## config.mk

```make
export PLATFORM = sky130hd
export DESIGN_NAME = reflet_periph_top
export DESIGN_NICKNAME = d
export VERILOG_FILES = /design/src/source/reflet_pkg.sv /design/src/source/reflet_exti.sv /design/src/source/reflet_periph_top.sv /design/src/source/reflet_rw_register.sv /design/src/source/reflet_rwe_register.sv /design/src/source/reflet_timer.sv
export VERILOG_INCLUDE_DIRS = /design/src /design/src/include
export SDC_FILE = /design/constraint.sdc
export NUM_CORES = 1
export LEC_CHECK = 0
export ABC_AREA = 1
export BUFFER_PORTS_ARGS = -buffer_cell sky130_fd_sc_hd__buf_2
export CAP_MARGIN = 20
export CELL_PAD_IN_SITES_DETAIL_PLACEMENT = 0
export CELL_PAD_IN_SITES_GLOBAL_PLACEMENT = 1
export CORE_MARGIN = 2
export CORE_UTILIZATION = 44
export DETAILED_ROUTE_END_ITERATION = 8
export GPL_TIMING_DRIVEN = 0
export HOLD_SLACK_MARGIN = 0.06
export PLACE_DENSITY_LB_ADDON = 0.15
export SLEW_MARGIN = 20
export SYNTH_ARGS = -nofsm -noshare
export SYNTH_HDL_FRONTEND = slang
export SYNTH_HIERARCHICAL = 1
export SYNTH_SLANG_ARGS = --single-unit
```

## constraint.sdc

```tcl
create_clock -name clk -period 5.77 [get_ports clk]
set_clock_uncertainty 0.05 [all_clocks]
set_input_delay 0.8655 -clock clk [delete_from_list [all_inputs] [get_ports clk]]
set_output_delay 0.8655 -clock clk [all_outputs]
set_load 0.01 [all_outputs]
```

## src/include/reflet_consts.svh

```systemverilog
// Shared constants for the peripheral bus: widths, base addresses and register map
`ifndef REFLET_CONSTS_SVH
`define REFLET_CONSTS_SVH

// bus widths
`define REFLET_WORDSIZE 16
`define REFLET_ADDRSIZE 16

// every peripheral decodes a window of three consecutive addresses
`define REFLET_WINDOW_SIZE 3

// interrupt controller window
`define REFLET_EXTI_BASE 16'hFF0C
`define REFLET_EXTI_ENABLE 0
`define REFLET_EXTI_LEVEL 1
`define REFLET_EXTI_STATUS 2

// timer window
`define REFLET_TIMER_BASE 16'hFF10
`define REFLET_TIMER_RELOAD 0
`define REFLET_TIMER_CONTROL 1
`define REFLET_TIMER_COUNT 2
// run flag position inside the control register
`define REFLET_TIMER_RUN_BIT 0

// interrupt sources are gpio, uart and timer (status bits 0, 1, 2)
`define REFLET_INT_SOURCES 3
// number of CPU interrupt lines
`define REFLET_INT_LINES 4

`endif

```

## src/source/reflet_pkg.sv

```systemverilog
// Common vector types for the peripheral bus and the interrupt section
`include "reflet_consts.svh"

package reflet_pkg;

    // one data word on the system bus
    typedef logic [`REFLET_WORDSIZE-1:0] word_t;

    // full bus address
    typedef logic [`REFLET_ADDRSIZE-1:0] addr_t;

    // register index inside a peripheral window
    // two bits cover the three registers of a window
    typedef logic [1:0] offset_t;

    // byte-wide control or status register
    typedef logic [7:0] reg8_t;

    // selects one of the CPU interrupt lines
    typedef logic [$clog2(`REFLET_INT_LINES)-1:0] int_level_t;

    // the set of CPU interrupt lines, one bit per line
    typedef logic [`REFLET_INT_LINES-1:0] cpu_int_t;

endpackage

```

## src/source/reflet_exti.sv

```systemverilog
// External interrupt controller mapping peripheral sources onto the CPU interrupt lines
`include "reflet_consts.svh"

module reflet_exti (
    input  logic                 clk,
    input  logic                 rst_n,
    // bus cycle valid
    input  logic                 enable,
    input  reflet_pkg::addr_t    addr,
    input  logic                 write_en,
    input  reflet_pkg::word_t    data_in,
    output reflet_pkg::word_t    data_out,
    // lines toward the CPU
    output reflet_pkg::cpu_int_t cpu_int,
    // one-cycle request pulses from the peripherals
    input  logic                 gpio_int,
    input  logic                 uart_int,
    input  logic                 timer_int
);
    import reflet_pkg::*;

    localparam int sources = `REFLET_INT_SOURCES;

    // only the bits of real sources may be pending
    localparam reg8_t source_mask = reg8_t'((1 << sources) - 1);

    logic    in_window;
    addr_t   rel_addr;
    offset_t offset;

    // window decode
    assign in_window = enable
                    && (addr >= addr_t'(`REFLET_EXTI_BASE))
                    && (addr < addr_t'(`REFLET_EXTI_BASE + `REFLET_WINDOW_SIZE));
    assign rel_addr  = addr - addr_t'(`REFLET_EXTI_BASE);
    assign offset    = rel_addr[1:0];

    reg8_t enable_reg;
    reg8_t level_reg;
    reg8_t status_reg;
    reg8_t enable_dout;
    reg8_t level_dout;
    reg8_t status_dout;
    reg8_t pulses;
    reg8_t status_wdata;

    // incoming requests in status bit order
    assign pulses = {5'b0, timer_int, uart_int, gpio_int};

    // software writes cannot set bits without a source
    assign status_wdata = data_in[7:0] & source_mask;

    // bit i enables source i
    reflet_rw_register #(.width(8), .reg_addr(`REFLET_EXTI_ENABLE), .default_value(8'h00))
    u_enable_reg (
        .clk      (clk),
        .rst_n    (rst_n),
        .enable   (in_window),
        .addr     (offset),
        .write_en (write_en),
        .data_in  (data_in[7:0]),
        .data_out (enable_dout),
        .data     (enable_reg)
    );

    // bits 2i+1:2i give the line of source i
    reflet_rw_register #(.width(8), .reg_addr(`REFLET_EXTI_LEVEL), .default_value(8'h00))
    u_level_reg (
        .clk      (clk),
        .rst_n    (rst_n),
        .enable   (in_window),
        .addr     (offset),
        .write_en (write_en),
        .data_in  (data_in[7:0]),
        .data_out (level_dout),
        .data     (level_reg)
    );

    // pending flags, set by pulses and cleared by writing zeros
    // a pulse in the same cycle as a write keeps old status OR pulse
    reflet_rwe_register #(.width(8), .reg_addr(`REFLET_EXTI_STATUS), .default_value(8'h00))
    u_status_reg (
        .clk           (clk),
        .rst_n         (rst_n),
        .enable        (in_window),
        .addr          (offset),
        .write_en      (write_en),
        .data_in       (status_wdata),
        .data_out      (status_dout),
        .data          (status_reg),
        .data_override (status_reg | pulses),
        .override      (|pulses)
    );

    // per-source line selection, one-hot on the level field
    cpu_int_t src_line [sources];

    for (genvar i = 0; i < sources; i++) begin : g_src
        int_level_t src_level;
        assign src_level = level_reg[2*i +: 2];
        // only an enabled and pending source drives its line
        assign src_line[i] = (enable_reg[i] && status_reg[i])
                           ? (cpu_int_t'(1) << src_level) : '0;
    end

    // several sources may share one line
    always_comb begin
        cpu_int = '0;
        for (int i = 0; i < sources; i++) begin
            cpu_int = cpu_int | src_line[i];
        end
    end

    // at most one register is selected, the others read zero
    assign data_out = word_t'(enable_dout | level_dout | status_dout);

endmodule

```

## src/source/reflet_periph_top.sv

```systemverilog
// Interrupt section top joining the timer and the interrupt controller on one bus
module reflet_periph_top (
    input  logic                 clk,
    input  logic                 rst_n,
    // shared bus from the CPU
    input  logic                 enable,
    input  reflet_pkg::addr_t    addr,
    input  logic                 write_en,
    input  reflet_pkg::word_t    data_in,
    output reflet_pkg::word_t    data_out,
    // CPU interrupt lines
    output reflet_pkg::cpu_int_t cpu_int,
    // external request pulses
    input  logic                 gpio_int,
    input  logic                 uart_int
);
    import reflet_pkg::*;

    word_t timer_dout;
    word_t exti_dout;
    logic  timer_int;

    // timer, its wrap pulse goes straight to the controller
    reflet_timer u_timer (
        .clk       (clk),
        .rst_n     (rst_n),
        .enable    (enable),
        .addr      (addr),
        .write_en  (write_en),
        .data_in   (data_in),
        .data_out  (timer_dout),
        .timer_int (timer_int)
    );

    // interrupt controller
    reflet_exti u_exti (
        .clk       (clk),
        .rst_n     (rst_n),
        .enable    (enable),
        .addr      (addr),
        .write_en  (write_en),
        .data_in   (data_in),
        .data_out  (exti_dout),
        .cpu_int   (cpu_int),
        .gpio_int  (gpio_int),
        .uart_int  (uart_int),
        .timer_int (timer_int)
    );

    // windows do not overlap, unaddressed peripherals return zero
    assign data_out = timer_dout | exti_dout;

endmodule

```

## src/source/reflet_rw_register.sv

```systemverilog
// Addressable read/write register with reset value and gated read-back
module reflet_rw_register #(
    parameter int width = 8,
    parameter int reg_addr = 0,
    parameter logic [width-1:0] default_value = '0
) (
    input  logic                 clk,
    input  logic                 rst_n,
    // high while the owning peripheral's window is addressed
    input  logic                 enable,
    input  reflet_pkg::offset_t  addr,
    input  logic                 write_en,
    input  logic [width-1:0]     data_in,
    // bus read-back, zero unless this register is selected
    output logic [width-1:0]     data_out,
    // stored value for the owning peripheral
    output logic [width-1:0]     data
);
    import reflet_pkg::*;

    // position of this register inside the window
    localparam offset_t reg_offset = offset_t'(reg_addr);

    logic selected;

    // window active and offset matching
    assign selected = enable && (addr == reg_offset);

    // load on a selected bus write
    always_ff @(posedge clk) begin
        if (!rst_n) begin
            data <= default_value;
        end else if (selected && write_en) begin
            data <= data_in;
        end
    end

    // drive zero when not selected so several registers can be ORed
    assign data_out = selected ? data : '0;

endmodule

```

## src/source/reflet_rwe_register.sv

```systemverilog
// Read/write register whose contents the hardware can override over the bus
module reflet_rwe_register #(
    parameter int width = 8,
    parameter int reg_addr = 0,
    parameter logic [width-1:0] default_value = '0
) (
    input  logic                 clk,
    input  logic                 rst_n,
    // high while the owning peripheral's window is addressed
    input  logic                 enable,
    input  reflet_pkg::offset_t  addr,
    input  logic                 write_en,
    input  logic [width-1:0]     data_in,
    // bus read-back, zero unless selected
    output logic [width-1:0]     data_out,
    // stored value for the owning peripheral
    output logic [width-1:0]     data,
    // value loaded by the hardware side
    input  logic [width-1:0]     data_override,
    // hardware load request, wins over a bus write
    input  logic                 override
);
    import reflet_pkg::*;

    localparam offset_t reg_offset = offset_t'(reg_addr);

    logic selected;
    logic bus_write;

    assign selected  = enable && (addr == reg_offset);
    assign bus_write = selected && write_en;

    // hardware update first, bus write only when the hardware is idle
    always_ff @(posedge clk) begin
        if (!rst_n) begin
            data <= default_value;
        end else if (override) begin
            data <= data_override;
        end else if (bus_write) begin
            data <= data_in;
        end
    end

    // read-back shows the stored value, not the pending override
    assign data_out = selected ? data : '0;

endmodule

```

## src/source/reflet_timer.sv

```systemverilog
// Down-counting timer on the peripheral bus that pulses an interrupt on each wrap
`include "reflet_consts.svh"

module reflet_timer (
    input  logic              clk,
    input  logic              rst_n,
    // bus cycle valid
    input  logic              enable,
    input  reflet_pkg::addr_t addr,
    input  logic              write_en,
    input  reflet_pkg::word_t data_in,
    output reflet_pkg::word_t data_out,
    // one-cycle pulse after every wrap
    output logic              timer_int
);
    import reflet_pkg::*;

    localparam offset_t count_offset = offset_t'(`REFLET_TIMER_COUNT);

    logic    in_window;
    addr_t   rel_addr;
    offset_t offset;

    // window decode
    assign in_window = enable
                    && (addr >= addr_t'(`REFLET_TIMER_BASE))
                    && (addr < addr_t'(`REFLET_TIMER_BASE + `REFLET_WINDOW_SIZE));
    assign rel_addr  = addr - addr_t'(`REFLET_TIMER_BASE);
    assign offset    = rel_addr[1:0];

    word_t reload;
    word_t reload_dout;
    reg8_t control;
    reg8_t control_dout;
    word_t count;
    word_t count_dout;
    logic  run;

    // reload value, full word
    reflet_rw_register #(.width(16), .reg_addr(`REFLET_TIMER_RELOAD), .default_value(16'h0000))
    u_reload_reg (
        .clk      (clk),
        .rst_n    (rst_n),
        .enable   (in_window),
        .addr     (offset),
        .write_en (write_en),
        .data_in  (data_in),
        .data_out (reload_dout),
        .data     (reload)
    );

    // control byte, only the run flag has a meaning
    reflet_rw_register #(.width(8), .reg_addr(`REFLET_TIMER_CONTROL), .default_value(8'h00))
    u_control_reg (
        .clk      (clk),
        .rst_n    (rst_n),
        .enable   (in_window),
        .addr     (offset),
        .write_en (write_en),
        .data_in  (data_in[7:0]),
        .data_out (control_dout),
        .data     (control)
    );

    assign run = control[`REFLET_TIMER_RUN_BIT];

    // counter steps down while running
    // at zero it reloads and flags the wrap for one cycle
    // stopping holds the count, restarting resumes from it
    always_ff @(posedge clk) begin
        if (!rst_n) begin
            count     <= '0;
            timer_int <= 1'b0;
        end else begin
            timer_int <= 1'b0;
            if (run) begin
                if (count == '0) begin
                    count     <= reload;
                    timer_int <= 1'b1;
                end else begin
                    count <= count - 1'b1;
                end
            end
        end
    end

    // current count is read-only, writes to its offset are dropped
    assign count_dout = (in_window && offset == count_offset) ? count : '0;

    assign data_out = reload_dout | word_t'(control_dout) | count_dout;

endmodule

```

Word-level counts from Yosys, hierarchy flattened

Index checks and enable logic that the tools add are counted.

Output and inout bits: 20
Logic and storage cells: 66
Input bits: 38
Bits in registers: 65

Order comparisons: 4
Mux-type cells: 13
Bitwise gates (word level): 8
Eq/ne operators: 4
Shifts and indexed selects: 3
Add/subtract/negate cells: 3
Reductions and logical operators: 24

Operators with widths:

| cell                    | number |
|---|---|
| $mux W16                | 3 |
| $mux W8                 | 6 |
| $ge A16 B16 Y1 const B  | 2 |
| $lt A16 B16 Y1 const B  | 2 |
| $or A16 B16 Y16         | 2 |
| $logic_and A1 B1 Y1     | 18 |
| $logic_not A16 Y1       | 1 |
| $or A16 B8 Y16          | 1 |
| $or A8 B8 Y8            | 2 |
| $sub A16 B1 Y16 const B | 1 |
| $mux W4                 | 3 |
| $shl A1 B2 Y4 const A   | 3 |
| $or A4 B4 Y4            | 2 |
| $or A8 B3 Y8            | 1 |
| $eq A2 B1 Y1 const B    | 2 |
| $eq A2 B2 Y1 const B    | 2 |
| $logic_not A2 Y1        | 2 |
| $sub A2 B1 Y2 const B   | 2 |
| $reduce_or A3 Y1        | 1 |
| $reduce_and A2 Y1       | 1 |
| $reduce_bool A2 Y1      | 1 |
| $mux W1                 | 1 |

Longest topological paths before layout

Gate-level depths: netlist of the first run.

Word-level depth: 8
Depth in mapped cells: 12
Mapped depth without buffers: 12

By module

The synthesis of the first run kept the hierarchy.

Modules (own cells, without submodules):

| module                                       | area an instance (um^2) | instances | seq. area each (um^2) | cells each |
|---|---|---|---|---|
| reflet_timer                                 | 1525.2                  | 1         | 340.3                 | 265 |
| reflet_rw_register at u_exti.u_level_reg ... | 469.2                   | 2         | 160.2                 | 79 |
| reflet_rw_register at u_timer.u_reload_reg   | 922.1                   | 1         | 320.3                 | 156 |
| reflet_rwe_register                          | 559.3                   | 1         | 160.2                 | 89 |
| reflet_rw_register at u_exti.u_enable_reg    | 466.7                   | 1         | 160.2                 | 78 |
| reflet_exti                                  | 339.1                   | 1         | 0.0                   | 68 |
| reflet_periph_top                            | 180.2                   | 1         | 0.0                   | 48 |

Worst setup path before layout of the first run

No wires, ideal clock.

Kind: in2out
Start point: in addr[12]
End point: out data_out[5]
Data arrival time: 2.272 ns
Setup slack: 2.582 ns
Stages: 12
Path buffers: 2
Path through: nand2_1 -> a21oi_1 -> nand3_1 -> nor2_1 -> buf_2 -> nand2_1 -> buf_2 -> nor2_1 -> nor2_1 -> o21ai_0 -> inv_1 -> nand2_1

Longest elaborated chain between the ends: 8
Elaborated cells on any way between the ends: 25
Classes of those cells: 4 x order compare; 6 x mux; 5 x bitwise; 10 x reduce/logical

RTL lines:

| element                          | line                     | RTL |
|---|---|---|
| start: declaration               | reflet_periph_top.sv:7   | `input reflet_pkg::addr_t addr,` |
| $ge A16 B16 Y1                   | reflet_timer.sv:26       | `` && (addr >= addr_t'(`REFLET_TIMER_BASE)) `` |
| $logic_and A1 B1 Y1              | reflet_timer.sv:25       | `assign in_window = enable` |
| $logic_and A1 B1 Y1 *            | reflet_timer.sv:25       |  |
| named net u_timer.in_window      | reflet_timer.sv:20       | `logic in_window;` |
| $logic_and A1 B1 Y1 *            | reflet_rw_register.sv:27 | `assign selected = enable && (addr == reg_offset);` |
| $mux W16 *                       | reflet_rw_register.sv:39 | `assign data_out = selected ? data : '0;` |
| named net u_timer.reload_dout[5] | reflet_timer.sv:32       | `word_t reload_dout;` |
| $or A16 B8 Y16 *                 | reflet_timer.sv:90       | `assign data_out = reload_dout \| word_t'(control_dout) \| count_dout;` |
| $or A16 B16 Y16 *                | reflet_timer.sv:90       |  |
| named net timer_dout[5]          | reflet_periph_top.sv:19  | `word_t timer_dout;` |
| $or A16 B16 Y16 *                | reflet_periph_top.sv:51  | `assign data_out = timer_dout \| exti_dout;` |
| end: declaration                 | reflet_periph_top.sv:10  | `output reflet_pkg::word_t data_out,` |

Mark *: on every way through the listed nets, which the timed path passes. The rest lies on a longest branch.

Worst setup path in the final report of the first run

Start point: in addr[0]
End point: out data_out[6]

Same word-level chain as after synthesis.

==> impl_results.md, run 1 <==
* CP Data Required Time at just under 5 ns
* Unique masters post-synth at 34
* Worst Max-Slew Pin Slew at around 0.68 ns
* Post-route cell area at around 5700 µm²
* H-tree depth at 3
* Unrepaired setup endpoints after global routing: false
* Setup TNS at 0 ns
* Pwr dens at approximately 190 nW/µm²
* Pin count of the biggest net entering global routing at 13
* Syn avg cell area at 5.72 µm²
* Drt initial violations at about 380
* Most frequent CP cell: buf_2
* Worst skew pair latency at 0.36 ns
* CTS Sinks at 65
* Pre-antenna DRT Iters at 5
* Switch share at roughly a quarter
* Die width at between 100 and 150 µm
* Site Rows at 38
* Register area at between 1000 and 1500 µm²
* CTS max path bufs at 2
* Post-route ant nets at 0
* Detail Placement HPWL at 10.2 mm
* Adder-Cell Fraction of Synth Area at less than 1%
* CP max stage delay at about 0.36 ns
* Worst-path maximum fanout at 10
* Buf+Inv Stages, Crit Path at 5
* Placer Congestion at 0.890
* Vias in the first global route at roughly 4300
* Fraction of registers with async set/reset at 0%
* Critical path class: primary input to output port
* Share of cells above drive strength 1 at about 15%
* Hold buffer count at cts at 0
* Gr ovfl total at 0
* Cell taking the most area after synthesis: dfxtp_1
* Routed vias at between 5000 and 6000
* CP startpoint kind: primary input
* PnR Total Power at 0.00109 W
* Routed length per placed instance at about 12 µm
* Area Growth Syn to Fin at 15.7%
* Tightest Hold Check Type: flop to flop
* DRC at 0
* Post-cts gate resize count at 0
* Sw Pwr at about 0.00027 W
* Ant diodes at 0
* Number of max-cap violations at 0
* Post-route setup slack at ~1.8 ns
* Fin crit share at between 60% and 70%
* CP Data Arrival Time at approximately 3 ns
* Fin nets at 982
* Die height at approximately 110 µm
* Clock Power Share at between 40 and 50%
* TritonCTS clock tree: done
* Number of fill cells at 1177
* Cells after Synth at about 860
* Core area at about 11000 µm²
* Slew HR at between 50% and 60%
* Synth top area share at between 20% and 30%
* PortBufs at 57
* Status: complete, no violations
* Top cells by count, synth: 217 x inv_1, 212 x nand2_1, 133 x nor2_1, 65 x dfxtp_1, 64 x nand3_1
* Vias/cell at around 4.7
* Synth top area cells: dfxtp_1 26%, inv_1 17%, nand2_1 16%, nor2_1 10%, nand3_1 6.5%
* Count leader, synth: inv_1
* Initial antenna violation count at 0
* Pleak at between 3 and 4 nW
* Slew Viols, Final at 0
* Ys flop type: dfxtp_1
* Num CTS Buffers at 9
* Worst slack, placed at 1.81 ns
* Reg2reg path depth at 12
* Yosys reg bits at 65
* Cell family with most CP delay: buffers and inverters
* Initial Util at between 40% and 50%
* IO Pins at 58
* Largest family of logic cells by synthesized area: simple AND/OR/NAND/NOR gates
* Worst Setup End Kind: output port
* Worst-path clk slew at ~0.08 ns
* Slowest CP cell: nor2_1
* DRT Wirelength at 13.4 mm
* Crit-path cells: buf_2 > a21oi_1 > nand3_1 > nor2_1 > buf_2 > nand2_1 > buf_2 > nor2_1 > nor2_1 > o21ai_1 > inv_1 > nand2_1 > buf_2
* Cell Area, Placed at between 5000 and 6000 µm²
* Xor/xnor cell area share of the yosys netlist at less than 1%
* EDFF count, synth at 0
* Max rail drop VDD at between 80 and 90 µV
* First-pass GRT wire length at approximately 22 mm
* Clk root buf: clkbuf_8
* Internal power at 0.000822 W
* Fmax at about 250 MHz
* Compound-Gate Fraction of Synth Area at between 5 and 6%
* Number of cells on the critical path at 13
* Share of power burned in registers at between 40% and 50%
* Multi-input gate area at ~2600 µm²
* Gate power share at under 10%
* Share of the yosys chip area belonging to registers at between 20% and 30%
* Post-CTS Setup Inserts at 0
* Gr usage total at 23.5%
* Cell Area, Synth at ~4900 µm²
* Synth warn at 6
* Finish-stage setup viols at 0
* Simple-Gate Fraction of Synth Area at a little under half
* Die Area at 12100 µm²
* Hold depth at 2
* Period minus WS final at roughly 4.0 ns
* Final Hold Fails at 0
* Mux cell area share after synthesis at 0%
-- layer usage --
metal,share of wire [%],track usage (%),wire (µm),up-vias
li1,-,-,-,2703
met1,50,35.3,6710,2201
met2,42,34.0,5590,178
met3,7.4,4.33,987,13
met4,1.0,6.33,138,0
met5,0,0,0,-
-- sequential cells by signal (all words and copies together) (netlist names) --
| name | count |
|---|---|
| u_exti/u_enable_reg/data | 8 |
| u_exti/u_level_reg/data | 8 |
| u_exti/u_status_reg/data | 8 |
| u_timer/count | 16 |
| u_timer/timer_int | 1 |
| u_timer/u_control_reg/data | 8 |
| u_timer/u_reload_reg/data | 16 |
-- path summary, 6_finish.rpt --
check,from,end,slack (ns)
setup / recovery,addr[0],data_out[6],1.81
hold / removal,u_timer/u_reload_reg/data[11],u_timer/count[11],0.43
setup reg to reg,u_timer/count[0],u_timer/count[8],4.01
hold reg to reg,u_timer/u_reload_reg/data[11],u_timer/count[11],0.43
-- cells in the final DEF, fill, tap and decap left out, types with 3 or more instances in the layout --
master and count:
o21bai_1 8, clkbuf_8 9, bufinv_16 4, nand4_4 3, inv_1 217, buf_2 69
nor2_1 133, nor2_4 10, nand4_1 31, or3_1 9, o21ai_1 3, inv_2 4
nand3_4 3, buf_4 11, clkbuf_1 3, a21oi_2 4, nand2_2 7, a21oi_1 20
o21ai_0 12, buf_6 5, nand3_1 64, nor3_1 4, nor2_2 4, nand2_1 212
dfxtp_1 65, or2_2 3, conb_1 13
-- cell families (layout without fill, tap and decap cells) --
logic type | count (synthesis) | in the layout
buffers and inverters | 256 | 329
adders and majority gates | 2 | 2
DFF | 65 | 65
xor gates and xnor gates | 2 | 2
AOI/OAI and AO/OA | 48 | 48
and+or+nand+nor | 488 | 488
other | 1 | 13
-- worst min-delay path, cell delays in order, from the launching register on --
cell and delay (ns):
dfxtp_1 0.32, nand2_1 0.07, a21oi_2 0.05
-- area by class of cell --
| type | count | area share, % |
|---|---|---|
| clock inverters | 7 | 2.50 |
| repair buffers | 57 | 5.00 |
| plain buffers | 33 | 3.82 |
| flip-flops and latches | 65 | 22.8 |
| inverters | 223 | 14.7 |
| well taps | 140 | 3.07 |
| multi-input cells | 553 | 45.9 |
| clock buffers | 9 | 2.17 |
-- per-stage QoR --
step	utilization (%)	cells	hold slack [ns]
global route	52.4	1087	0.442
global placement	49.9	1071	0.413
detailed placement	49.9	1071	0.418
finish	52.4	1087	0.426
floorplan	-	874	0.399
CTS	52.4	1087	0.429
-- power groups by stage --
| stage | clock (W) | sequential, W | combinational [W] |
|---|---|---|---|
| after CTS | 0.000542 | 0.000455 | 0.000102 |
| after detailed placement | 0 | 0.000466 | 0.000101 |
| after global placement | 0 | 0.000466 | 0.0000987 |
| final | 0.000532 | 0.000455 | 0.000102 |
| after floorplan | 0 | 0.000465 | 0.0000623 |
| after global routing | 0.000564 | 0.000456 | 0.000115 |
No activity file was read; power rests on OpenSTA's default activity.
==> inputs of run 2 (changes only) <==
--- a/config.mk
+++ b/config.mk
@@ -12,7 +12,7 @@
 export CELL_PAD_IN_SITES_DETAIL_PLACEMENT = 0
 export CELL_PAD_IN_SITES_GLOBAL_PLACEMENT = 1
 export CORE_MARGIN = 2
-export CORE_UTILIZATION = 44
+export CORE_UTILIZATION = 37
 export DETAILED_ROUTE_END_ITERATION = 8
 export GPL_TIMING_DRIVEN = 0
 export HOLD_SLACK_MARGIN = 0.06
==> constraint.sdc (replaced) <==
create_clock -name clk -period 3.4 [get_ports clk]
set_clock_uncertainty 0.05 [all_clocks]
set_input_delay 0.51 -clock clk [delete_from_list [all_inputs] [get_ports clk]]
set_output_delay 0.51 -clock clk [all_outputs]
set_load 0.01 [all_outputs]
==> run 2 against run 1 <==
Wire length increased by 4.7%; die area rose by 18%; global-route usage decreased by 2.7 points; worst hold slack got worse by 0.0055 ns; worst setup slack worse by 1.6 ns; critical path depth down 1; flip-flop and latch count did not move; combinational power rose by 69%; power is 67% higher; first-iteration DRC count decreased by 11%; largest cell class unchanged.
==> impl_results.md, run 2 (synthesized netlist as in run 1, its figures left out) <==
* Status: complete, no violations
* Pwr dens at 316 nW/µm² (+65%)
* Area Growth Syn to Fin at 16.6%
* CP Data Arrival Time at 2.60 ns (-0.45 ns)
* Slew Viols, Final at 0 (unchanged)
* Internal power at 0.00136 W (+65%)
* Worst Setup End Kind: output port
* Die height at 119 µm (+8.7%)
* Worst-path maximum fanout at 10 (unchanged)
* Initial Util at 37.5% (-7.8 points)
* DRT Wirelength at 14.1 mm (+4.7%)
* Commonest non-fill, non-tap cell in the layout: inv_1
* Pre-antenna DRT Iters at 5 (unchanged)
* Met2 WL at 5.63 mm (+0.66%)
* Routed length per placed instance at 12.5 µm (+1.6%)
* Worst skew pair latency at 0.34 ns (-0.02 ns)
* Reg2reg path depth at 12 (unchanged)
* CP Data Required Time at 2.84 ns (-2.01 ns)
* Core area at 13100 µm² (+21%)
* Final cell count without fillers at 1121 (+3.1%)
* Critical path class: primary input to output port
* Slew HR at 54.0% (-0.44 points)
* Sw Pwr at 0.000454 W (+70%)
* Post-cts gate resize count at 0 (unchanged)
* PortBufs at 57 (unchanged)
* Commonest cells after routing, fill and taps aside: 217 x inv_1, 212 x nand2_1, 132 x nor2_1
* Post-route setup slack at 0.236 ns (-1.57 ns)
* Final Hold Fails at 0 (unchanged)
* First-pass GRT wire length at 22.9 mm (+6.0%)
* Initial antenna violation count at 0 (unchanged)
* Unrepaired setup endpoints after global routing: false
* Gr ovfl total at 0 (unchanged)
* Inst Count DP at 1107 (+3.4%)
* Hold Worst Slack at 0.420 ns (-0.00551 ns)
* Pin count of the biggest net entering global routing at 12 (-1)
* Cell Area, Placed at 5480 µm² (+0.83%)
* Tightest Hold Check Type: flop to flop
* Site Rows at 42 (+11%)
* Pleak at 3.01 nW (-0.15%)
* Vias in the first global route at 4348 (+0.23%)
* Finish-stage setup viols at 0 (unchanged)
* H-tree depth at 3 (unchanged)
* DRC at 0 (unchanged)
* IO Pins at 58 (unchanged)
* Clock Power Share at 47.8% (-1.0 points)
* Detail Placement HPWL at 10.8 mm (+5.5%)
* Setup TNS at 0 ns (unchanged)
* Gr usage total at 20.8% (-2.7 points)
* Hold depth at 2 (unchanged)
* TritonCTS clock tree: done
* Fin nets at 982 (unchanged)
* Worst Max-Slew Pin Slew at 0.691 ns (+0.00662 ns)
* Post-route cell area at 5750 µm² (+0.79%)
* Gate power share at 9.5% (about the same)
* Number of max-cap violations at 0 (unchanged)
* Die Area at 14300 µm² (+18%)
* Placer Congestion at 0.824 (-7.5%)
* CTS max path bufs at 2 (unchanged)
* Met3 wire length at 601 µm (-39%)
* Period minus WS final at 3.16 ns
* Worst slack, placed at 0.0792 ns (-1.73 ns)
* Max rail drop VDD at 186 µV (+120%)
* Post-CTS Setup Inserts at 0 (unchanged)
* CP startpoint kind: primary input
* Hold buffer count at cts at 0 (unchanged)
* Routed vias at 4882 (-4.2%)
* Vias/cell at 4.36 (-7.1%)
* Top flop regs: u_timer/count x16, u_timer/u_reload_reg/data x16
* Die width at 119 µm (+8.7%)
* Clk root buf: clkbuf_16
* Worst-path clk slew at 0.06 ns (-0.02 ns)
* Share of cells above drive strength 1 at 14.7% (-0.39 points)
* Share of power burned in registers at 42.7% (+0.9 points)
* Metal-1 WL at 7.52 mm (+12%)
* Num CTS Buffers at 9 (unchanged)
* Drt initial violations at 340 (-11%)
* Post-route ant nets at 0 (unchanged)
* Ant diodes at 0 (unchanged)
* Fin crit share at between 90% and 100%
* Switch share at 25.0% (+0.49 points)
* DR top layer: met4
* Fmax at approximately 320 MHz
* CTS Sinks at 65 (unchanged)
run 2: power groups by stage:
| stage | Clock (W) | Combinational, W | Sequential (W) |
|---|---|---|---|
| after floorplan | 0 | 0.000106 | 0.000789 |
| after detailed placement | 0 | 0.000173 | 0.000791 |
| after CTS | 0.000888 | 0.000173 | 0.000775 |
| final | 0.000868 | 0.000172 | 0.000775 |
| after global placement | 0 | 0.000173 | 0.000791 |
| after global routing | 0.000924 | 0.000196 | 0.000775 |
run 2: metrics by stage:
stage	total power [W]	utilization, %
6_report	0.00182	43.8
3_3_place_gp	0.000964	41.7
4_1_cts	0.00184	43.7
3_5_place_dp	0.000964	41.7
2_1_floorplan	0.000895	-
5_1_grt	0.00189	43.8
run 2: final timing paths:
kind                                                    from          endpoint  slack [ns]
worst max-delay path                                 addr[0]      data_out[13]        0.24
worst min-delay path            u_timer/u_reload_reg/data[9]  u_timer/count[9]        0.42
worst max register to register              u_timer/count[0]  u_timer/count[8]        1.69
worst min register to register  u_timer/u_reload_reg/data[9]  u_timer/count[9]        0.42
run 2: worst max-delay path, stage by stage:
cell and delay, ns:
buf_2 0.22, a21oi_1 0.18, nand3_1 0.10, nor2_2 0.28
buf_2 0.29, nand2_1 0.23, buf_2 0.25, nor2_1 0.18
o21bai_1 0.13, inv_1 0.05, nand2_1 0.05, buf_2 0.12
run 2: metal layers:
layer	vias to the layer above	GRT usage, %
li1	2706	-
met1	2060	32.3
met2	99	28.4
met3	17	3.40
met4	0	7.57
met5	-	0
run 2: cell type report:
type,count,area [µm²]
Tap cell,176,220
Inverter,223,840
Clock buffer,14,264
Sequential cell,65,1300
Multi-Input combinational cell,553,2620
Timing Repair Buffer,57,285
Buffer,33,218
Fill cell,1539,7390
